`src/design/smc_lite_pkg.sv`:
```
// widths, wait-state count, vector typedefs and bus phase enum for the lite SMC
`default_nettype none

package smc_lite_pkg;

  // ------------------------------
  // widths
  // ------------------------------

  // word address, host and memory side
  localparam int SMC_ADDR_W = 16;

  // data bus width
  localparam int SMC_DATA_W = 32;

  // one byte lane per 8 data bits
  localparam int SMC_LANES = SMC_DATA_W / 8;

  // ------------------------------
  // timing
  // ------------------------------

  // extra strobe cycles beyond the first
  localparam int SMC_WAIT_STATES = 2;

  // wait counter width, at least one bit
  localparam int SMC_WAIT_W = (SMC_WAIT_STATES > 0) ? $clog2(SMC_WAIT_STATES + 1) : 1;

  // ------------------------------
  // types
  // ------------------------------

  typedef logic [SMC_ADDR_W-1:0] smc_addr_t;
  typedef logic [SMC_DATA_W-1:0] smc_data_t;
  typedef logic [SMC_LANES-1:0]  smc_lane_t;

  // external bus phases
  typedef enum logic [1:0] {
    IDLE,
    SETUP,
    STROBE,
    HOLD
  } smc_state_t;

endpackage

`default_nettype wire

```
`src/design/smc_cycle_fsm.sv`:
```
// bus cycle sequencer with request acceptance, setup/strobe/hold phases and raw strobes
`timescale 1ns/1ns
`default_nettype none

module smc_cycle_fsm
  import smc_lite_pkg::*;
(
  input  wire logic       hclk,
  input  wire logic       rst_n,
  // host request channel
  input  wire logic       req_valid,
  input  wire logic       req_write,
  input  wire smc_addr_t  req_addr,
  input  wire smc_data_t  req_wdata,
  input  wire smc_lane_t  req_be,
  output logic            req_ready,
  // response still held by the capture block
  input  wire logic       rsp_pending,
  // memory pins
  output smc_addr_t       smc_addr,
  output smc_data_t       smc_data_out,
  output logic            smc_data_oe,
  output logic            smc_n_cs,
  output logic            smc_n_oe,
  // raw write strobes, gated downstream
  output logic            r_full,
  output smc_lane_t       n_r_we,
  output logic            n_r_wr,
  // read data capture pulse
  output logic            capture_en
);

  smc_state_t              state;
  smc_state_t              state_nxt;
  logic [SMC_WAIT_W-1:0]   wait_cnt;
  logic                    wr_q;
  smc_addr_t               addr_q;
  smc_data_t               wdata_q;
  smc_lane_t               be_q;
  logic                    accept;
  logic                    active;
  logic                    last_strobe;

  // ------------------------------
  // handshake and phase decode
  // ------------------------------

  // one cycle in flight and none while a read response waits
  assign req_ready   = (state == IDLE) && !rsp_pending;
  assign accept      = req_valid && req_ready;
  assign active      = (state != IDLE);
  assign last_strobe = (state == STROBE) && (wait_cnt == '0);

  // next phase
  always_comb
  begin
    state_nxt = state;
    case (state)
      IDLE:
        if (accept)
          state_nxt = SETUP;
      SETUP:
        state_nxt = STROBE;
      STROBE:
        if (wait_cnt == '0)
          state_nxt = HOLD;
      HOLD:
        state_nxt = IDLE;
      default:
        state_nxt = IDLE;
    endcase
  end

  // phase register, wait counter and cycle direction
  always_ff @(posedge hclk or negedge rst_n)
  begin
    if (!rst_n)
    begin
      state    <= IDLE;
      wait_cnt <= '0;
      wr_q     <= 1'b0;
    end
    else
    begin
      state <= state_nxt;
      // load on strobe entry and count down inside strobe
      if (state == SETUP)
        wait_cnt <= SMC_WAIT_W'(SMC_WAIT_STATES);
      else if ((state == STROBE) && (wait_cnt != '0))
        wait_cnt <= wait_cnt - 1'b1;
      if (accept)
        wr_q <= req_write;
    end
  end

  // request payload held for the whole bus cycle
  always_ff @(posedge hclk)
  begin
    if (accept)
    begin
      addr_q  <= req_addr;
      wdata_q <= req_wdata;
      be_q    <= req_be;
    end
  end

  // ------------------------------
  // memory side drive
  // ------------------------------

  assign smc_addr     = addr_q;
  assign smc_data_out = wdata_q;
  // drive the data bus for the whole write cycle
  assign smc_data_oe  = active && wr_q;
  assign smc_n_cs     = !active;
  // output enable only while strobing a read
  assign smc_n_oe     = !((state == STROBE) && !wr_q);

  // raw enables span setup to hold and r_full trims them to the strobe
  assign n_r_we = (active && wr_q) ? ~be_q : '1;
  assign n_r_wr = !(active && wr_q);
  assign r_full = (state == STROBE) && wr_q;

  // sample read data at the edge ending the last strobe cycle
  assign capture_en = last_strobe && !wr_q;

  // ------------------------------
  // checks
  // ------------------------------

  // bus never read and written in the same cycle
  a_no_oe_during_wr: assert property (
    @(posedge hclk) disable iff (!rst_n)
    !(!smc_n_oe && !n_r_wr)
  );

endmodule

`default_nettype wire

```
`src/design/smc_wr_enable_lite.sv`:
```
// write enable gating of the raw lane enables and write strobe
`timescale 1ns/1ns
`default_nettype none

module smc_wr_enable_lite
  import smc_lite_pkg::*;
(
  input  wire logic       r_full,
  input  wire smc_lane_t  n_r_we,
  input  wire logic       n_r_wr,
  output smc_lane_t       smc_n_we,
  output logic            smc_n_wr
);

  // ------------------------------
  // gate strobes with full cycle
  // ------------------------------

  always_comb
  begin
    // forced high outside the strobe phase
    smc_n_we = n_r_we | {SMC_LANES{~r_full}};
    smc_n_wr = n_r_wr | ~r_full;

    // a lane only writes under the global strobe
    if (!(&smc_n_we))
      assert (!smc_n_wr);
  end

endmodule

`default_nettype wire

```
`src/design/smc_rd_capture.sv`:
```
// read data capture register and host response channel
`timescale 1ns/1ns
`default_nettype none

module smc_rd_capture
  import smc_lite_pkg::*;
(
  input  wire logic       hclk,
  input  wire logic       rst_n,
  // from the sequencer, last read strobe cycle
  input  wire logic       capture_en,
  input  wire smc_data_t  smc_data_in,
  // host response channel
  input  wire logic       rsp_ready,
  output logic            rsp_valid,
  output smc_data_t       rsp_rdata,
  // back to the sequencer
  output logic            rsp_pending
);

  // ------------------------------
  // response valid
  // ------------------------------

  always_ff @(posedge hclk or negedge rst_n)
  begin
    if (!rst_n)
      rsp_valid <= 1'b0;
    else if (capture_en)
      rsp_valid <= 1'b1;
    else if (rsp_ready)
      rsp_valid <= 1'b0;
  end

  // data register, loads only on capture
  always_ff @(posedge hclk)
  begin
    if (capture_en)
      rsp_rdata <= smc_data_in;
  end

  // blocks new bus cycles until the host takes the data
  assign rsp_pending = rsp_valid;

  // ------------------------------
  // checks
  // ------------------------------

  // response held stable under back-pressure
  a_rsp_stable: assert property (
    @(posedge hclk) disable iff (!rst_n)
    (rsp_valid && !rsp_ready) |=> (rsp_valid && $stable(rsp_rdata))
  );

endmodule

`default_nettype wire

```
`src/design/smc_lite_top.sv`:
```
// top level of the lite SMC: sequencer, write enable gating and read capture
`timescale 1ns/1ns
`default_nettype none

module smc_lite_top
  import smc_lite_pkg::*;
(
  input  wire logic       hclk,
  input  wire logic       rst_n,
  // host request channel
  input  wire logic       req_valid,
  input  wire logic       req_write,
  input  wire smc_addr_t  req_addr,
  input  wire smc_data_t  req_wdata,
  input  wire smc_lane_t  req_be,
  output logic            req_ready,
  // host response channel, reads only
  output logic            rsp_valid,
  output smc_data_t       rsp_rdata,
  input  wire logic       rsp_ready,
  // memory pins
  output smc_addr_t       smc_addr,
  output smc_data_t       smc_data_out,
  output logic            smc_data_oe,
  input  wire smc_data_t  smc_data_in,
  output logic            smc_n_cs,
  output logic            smc_n_oe,
  output smc_lane_t       smc_n_we,
  output logic            smc_n_wr
);

  // ------------------------------
  // internal nets
  // ------------------------------

  logic       r_full;
  smc_lane_t  n_r_we;
  logic       n_r_wr;
  logic       capture_en;
  logic       rsp_pending;

  // phase sequencing and pin drive
  smc_cycle_fsm smc_cycle_fsm_i (
    .hclk         (hclk),
    .rst_n        (rst_n),
    .req_valid    (req_valid),
    .req_write    (req_write),
    .req_addr     (req_addr),
    .req_wdata    (req_wdata),
    .req_be       (req_be),
    .req_ready    (req_ready),
    .rsp_pending  (rsp_pending),
    .smc_addr     (smc_addr),
    .smc_data_out (smc_data_out),
    .smc_data_oe  (smc_data_oe),
    .smc_n_cs     (smc_n_cs),
    .smc_n_oe     (smc_n_oe),
    .r_full       (r_full),
    .n_r_we       (n_r_we),
    .n_r_wr       (n_r_wr),
    .capture_en   (capture_en)
  );

  // write pulses trimmed to the strobe phase
  smc_wr_enable_lite smc_wr_enable_lite_i (
    .r_full   (r_full),
    .n_r_we   (n_r_we),
    .n_r_wr   (n_r_wr),
    .smc_n_we (smc_n_we),
    .smc_n_wr (smc_n_wr)
  );

  // read data to the response channel
  smc_rd_capture smc_rd_capture_i (
    .hclk        (hclk),
    .rst_n       (rst_n),
    .capture_en  (capture_en),
    .smc_data_in (smc_data_in),
    .rsp_ready   (rsp_ready),
    .rsp_valid   (rsp_valid),
    .rsp_rdata   (rsp_rdata),
    .rsp_pending (rsp_pending)
  );

endmodule

`default_nettype wire

```
`config.mk`:
```
export PLATFORM = sky130hd
export DESIGN_NAME = smc_lite_top
export DESIGN_NICKNAME = d
export VERILOG_FILES = /design/src/design/smc_lite_pkg.sv /design/src/design/smc_cycle_fsm.sv /design/src/design/smc_wr_enable_lite.sv /design/src/design/smc_rd_capture.sv /design/src/design/smc_lite_top.sv
export SDC_FILE = /design/constraint.sdc
export NUM_CORES = 1
export LEC_CHECK = 0
export BUFFER_PORTS_ARGS = -buffer_cell sky130_fd_sc_hd__buf_2
export CORE_MARGIN = 2
export CORE_UTILIZATION = 46
export DETAILED_ROUTE_END_ITERATION = 16
export PLACE_DENSITY_LB_ADDON = 0.25
export SETUP_SLACK_MARGIN = 0.4
export SLEW_MARGIN = 20
export SYNTH_ARGS = -nofsm -noshare
export SYNTH_HDL_FRONTEND = slang
export SYNTH_HIERARCHICAL = 1
export SYNTH_SLANG_ARGS = --single-unit
```
`constraint.sdc`:
```
create_clock -name hclk -period 4.79 [get_ports hclk]
set_input_delay 0.2395 -clock hclk [delete_from_list [all_inputs] [get_ports hclk]]
set_output_delay 0.2395 -clock hclk [all_outputs]
set_load 0.1 [all_outputs]
```
### Yosys cells after proc, flatten, opt, wreduce, memory -nomap -nowiden

Index checks and enable logic that the tools add are counted.

| word-level totals | value |
|---|---|
| register bits | 90 |
| input port bits | 89 |
| logic and storage cells | 46 |

| operators by class | value |
|---|---|
| add/sub/neg operators | 1 |
| bitwise operators | 4 |
| reduce and logical (&&, ||, !) cells | 20 |
| eq/ne operators | 5 |
| multiplexer cells | 8 |

Operators by type and width:

| kind | count |
|---|---|
| $logic_and 1x1->1 | 8 |
| $mux 2 | 4 |
| $pmux 2 s4 | 1 |
| $reduce_bool 2->1 | 4 |
| $logic_not 1->1 | 5 |
| $eq 2x2->1 const B | 2 |
| $logic_not 2->1 | 2 |
| $mux 4 | 1 |
| $ne 2x1->1 const B | 2 |
| $not 4->4 | 1 |
| $or 4x4->4 | 1 |
| $eq 2x1->1 const B | 1 |
| $mux 1 | 2 |
| $reduce_and 2->1 | 1 |
| $sub 2x1->2 const B | 1 |
| $not 1->1 | 1 |
| $or 1x1->1 | 1 |

### Longest topological paths before layout

| logic depth | value |
|---|---|
| depth after elaboration | 5 |
| gate-level depth with buffers | 6 |
| mapped depth without buffers | 5 |

### Hierarchy

The synthesis kept the hierarchy.

Modules (own cells, without submodules):

| module | area an instance (um^2) | seq. area each (um^2) | instances | cells an instance |
|---|---|---|---|---|
| smc_cycle_fsm | 1,919.3 | 1,686.6 | 1 | 89 |
| smc_rd_capture | 1,004.7 | 985.9 | 1 | 36 |
| smc_wr_enable_lite | 31.3 | 0.0 | 1 | 5 |

### Worst setup path before layout

Ideal clock, no wire load.

| timing | value |
|---|---|
| path kind | register to output |
| from | reg smc_cycle_fsm_i.state[0] |
| to | out smc_n_we[0] |
| stages on the path, launching flop included | 7 |
| arrival | 3.138 ns |
| required time | 4.550 ns |
| path slack | 1.412 ns |
| cells stage by stage | dfrtp_1 inv_1 ha_1 and2b_2 clkbuf_1 nand2_1 nand2b_1 |

| between the ends | value |
|---|---|
| word-level cells in the longest chain between the ends | 4 |
| elaborated cells between the ends (all ways) | 7 |
| those cells by class | eq/ne (1); mux (1); bitwise (2); reduce/logical (3) |

Ends and longest elaborated chain:

| element | RTL line | text |
|---|---|---|
| from (decl) | smc_cycle_fsm.sv:33 | `smc_state_t state;` |
| from (signal assigned) | smc_cycle_fsm.sv:85 | `state <= state_nxt;` |
| $reduce_bool 2->1 | smc_cycle_fsm.sv:51 | `assign active = (state != IDLE);` |
| $logic_and 1x1->1 | - |  |
| net smc_data_oe | smc_lite_top.sv:24 | `output logic smc_data_oe,` |
| $mux 4 | smc_cycle_fsm.sv:120 | `assign n_r_we = (active && wr_q) ? ~be_q : '1;` |
| net n_r_we[0] | smc_lite_top.sv:37 | `smc_lane_t n_r_we;` |
| $or 4x4->4 | smc_wr_enable_lite.sv:22 | `smc_n_we = n_r_we \| {SMC_LANES{~r_full}};` |
| to (decl) | smc_lite_top.sv:28 | `output smc_lane_t smc_n_we,` |

The timed path passes the listed nets, and every way through them passes these cells.

### Final worst setup path

| timing | value |
|---|---|
| from | reg smc_cycle_fsm_i.state[0] |
| to | out smc_n_we[0] |

| between the ends | value |
|---|---|
| word-level cells in the longest chain between the ends | 4 |
| elaborated cells between the ends (all ways) | 7 |
| those cells by class | eq/ne (1); mux (1); bitwise (2); reduce/logical (3) |

Ends and longest elaborated chain:

| element | RTL line |
|---|---|
| $reduce_bool 2->1 | smc_cycle_fsm.sv:51 |
| $logic_and 1x1->1 | smc_cycle_fsm.sv:120 |
| $mux 4 | smc_cycle_fsm.sv:120 |
| net n_r_we[0] | smc_lite_top.sv:37 |
| $or 4x4->4 | smc_wr_enable_lite.sv:22 |

The timed path passes the listed nets, and every way through them passes these cells.

==> out/qor.csv <==
metric,value,unit
status,"complete, no violations",
Yosys top cell by area,edfxtp_1,
RD Place Congestion,0.738,
fmax,0.456,GHz
area growth from synthesis to layout,40.8,%
Clock Pin Slew Worst Setup and Hold Paths,0.08,ns
crit path DAT,1.95,ns
crit path launch,smc_cycle_fsm_i/state[0],
number of synthesized register bits,90,
Crit Path Class,reg -> out,
clk buf depth,2,
total routed wirelength,5.78,mm
antenna violations before repair,0,
DIE WIDTH,84.2,um
worst-skew pair later-pin latency,0.34,ns
post-route ant nets,0,
DR pass1 iterations,4,
"Cell Area, Synth",2960,um2
setup repair after global routing missed its margin,no,
worst path cell trace,inv_1 > ha_1 > and2b_2 > nand2_1 > nand2b_1 > buf_2,
via count of the first global-routing pass,1855,
period utilisation layout,0.458,
clk root buf,clkbuf_8,
global route overflow,0,
via count,1768,
CTS tree,yes,
worst hold path type,in -> reg,
Netlist cell types,20,
fraction of layout cells with a size suffix above 1,0.620,
total CTS buffers,9,
final net count,412,
Post-route DRC,0,
endpoints failing setup,0,
Final TNS setup,0,ns
syn nets,223,
startpoint of the worst hold path,smc_data_in[13],
Final Max Tran Viols,0,
port bufs,178,
Yosys warning count,6,
crit start category,flop,
wire per inst,14.4,um
Total GRT Usage,0.167,
Inserted Diodes,0,
# clock sinks,90,
crit path buf inv count,2,
synthesized instance count,130,
Setup crit end kind,primary output,
num ports,179,
largest net degree at the start of global routing,54,
Worst-Margin Slew,0.686,ns
first-pass GRT wire length,8.84,mm
CP max stage cell,buf_2,
core footprint,6280,um2
static leakage,1.80,nW
max cap viols,0,
maximum VDD drop,0.420,mV
Final Cell Area,4160,um2
share of the synthesized area in the top cell type,0.854,
"critical path fanouts, max",6,
Hold Fails Final Rpt,0,
sequential area share after synthesis,0.904,
Die Height,84.2,um
Power Density,710,nW/um2
num rows,29,
initial core utilization,0.471,
Synth area leaders,"edfxtp_1 85%, dfrtp_1 5.1%, ha_1 1.7%",
Post-Syn Area per Cell,22.7,um2
post-layout min period,2.19,ns
die area,7080,um2
hpwl dp,4.45,mm
Placement Cell Area,3940,um2
DR vias/cell,4.41,
clock skew,0.00929,ns
relative slew slack,0.542,
H-tree depth,3,
postcts setup bufs,0,
biggest cell delay along the critical path,0.42,ns
Worst EP required,4.55,ns
reg-to-reg startpoint,smc_cycle_fsm_i/state[0],
cell family with most CP delay,buffers and inverters,
1st-iter DRT viols,62,
kinds of logic after synthesis:
| logic type | after synthesis | synth area share |
|---|---|---|
| flops | 90 | 0.904 |
| mux | 2 | 0.0102 |
| fa+ha+maj | 4 | 0.0169 |
| buf+inv | 10 | 0.0140 |
| xor+xnor | 1 | 0.00296 |
| compound gates | 4 | 0.0119 |
| simple gates | 19 | 0.0398 |
area by class of cell:
class,instances,area (um2)
clock buffer,10,128
clock inverter,6,81.3
fill,468,2120
inverter,8,30.0
multi-input combinational,30,244
sequential,90,2670
tap,77,96.3
timing repair buffer,180,908
layer usage:
metal | up-vias | share of wire | wire [um] | global-route usage
met1 | 770 | 0.37 | 2150 | 0.196
met3 | 11 | 0.15 | 846 | 0.0885
met4 | 0 | 0.015 | 86 | 0.0792
li1 | 860 | - | - | -
met5 | - | 0 | 0 | 0
met2 | 127 | 0.47 | 2690 | 0.255
power breakdown:
| group | leakage (nW) | switching, W | total (W) | internal (W) |
|---|---|---|---|---|
| clock network | 0.105 | 0.000237 | 0.000528 | 0.000291 |
| logic | 0.853 | 0.00114 | 0.00135 | 0.000212 |
| registers | 0.841 | 0.0000407 | 0.00108 | 0.00104 |
cell usage after synthesis:
master and instances:
nand2_1 4, nor2b_4 1, a21oi_2 1, dfrtp_1 6
nand2b_1 7, and2b_4 1, nor2_1 3, clkbuf_1 1
inv_1 8, xnor2_1 1, o22a_2 1, and2_4 1
a21o_1 1, mux2_4 2, and2b_2 1, and2_1 1
edfxtp_1 84, ha_1 4, buf_4 1, a211o_1 1
cell usage in the layout, fill, tap and decap left out:
cell type,count
buf_2,178
and2_4,1
clkinv_2,1
buf_4,1
nor2_2,1
and2b_2,1
clkbuf_8,9
nor2_1,2
edfxtp_1,84
nor2b_4,1
bufinv_16,2
mux2_4,2
o22a_2,1
dlygate4sd3_1,1
ha_1,4
inv_1,8
nand2b_1,7
dfrtp_1,6
clkinv_1,2
and2b_4,1
clkbuf_1,1
a211o_1,1
nand2_1,4
clkinv_4,1
and2_1,1
xnor2_1,1
a21o_1,1
a21oi_2,1
state kept, by name, indices dropped and copies added (netlist names):
register / count
smc_cycle_fsm_i/state: 2
smc_cycle_fsm_i/be_q: 4
smc_rd_capture_i/rsp_pending: 1
smc_rd_capture_i/rsp_rdata: 32
smc_cycle_fsm_i/wait_cnt: 2
smc_cycle_fsm_i/smc_data_out: 32
smc_cycle_fsm_i/smc_addr: 16
smc_cycle_fsm_i/wr_q: 1
through the flow:
step                      cells  total power [W]  hold WS [ns]  worst slack [ns]   util
final                       401          0.00295        0.0657              2.60  0.663
after global routing        401          0.00307        0.0484              2.48  0.663
after CTS                   401          0.00298        0.0495              2.58  0.663
after detailed placement    384          0.00245        0.0773              2.79  0.628
after global placement      384          0.00243        0.0747              2.85  0.628
after floorplan             130          0.00225       -0.0561              1.41      -
final timing paths:
kind,end,slack [ns],cells past startpoint
max in group asynchronous,smc_cycle_fsm_i/wait_cnt[0],4.38,2
hold / removal,smc_rd_capture_i/rsp_rdata[13],0.07,1
hold reg to reg,smc_cycle_fsm_i/state[0],0.53,1
min in group asynchronous,smc_cycle_fsm_i/wr_q,0.26,2
setup / recovery,smc_n_we[0],2.60,6
setup reg to reg,smc_cycle_fsm_i/wr_q,2.77,5
timing repair:
action,CTS,global route
resized for setup,0,0
hold endpoints to repair,6,0
hold buffers,1,0
endpoints found under the setup margin,0,0
Power figures use the tool's default switching activity.
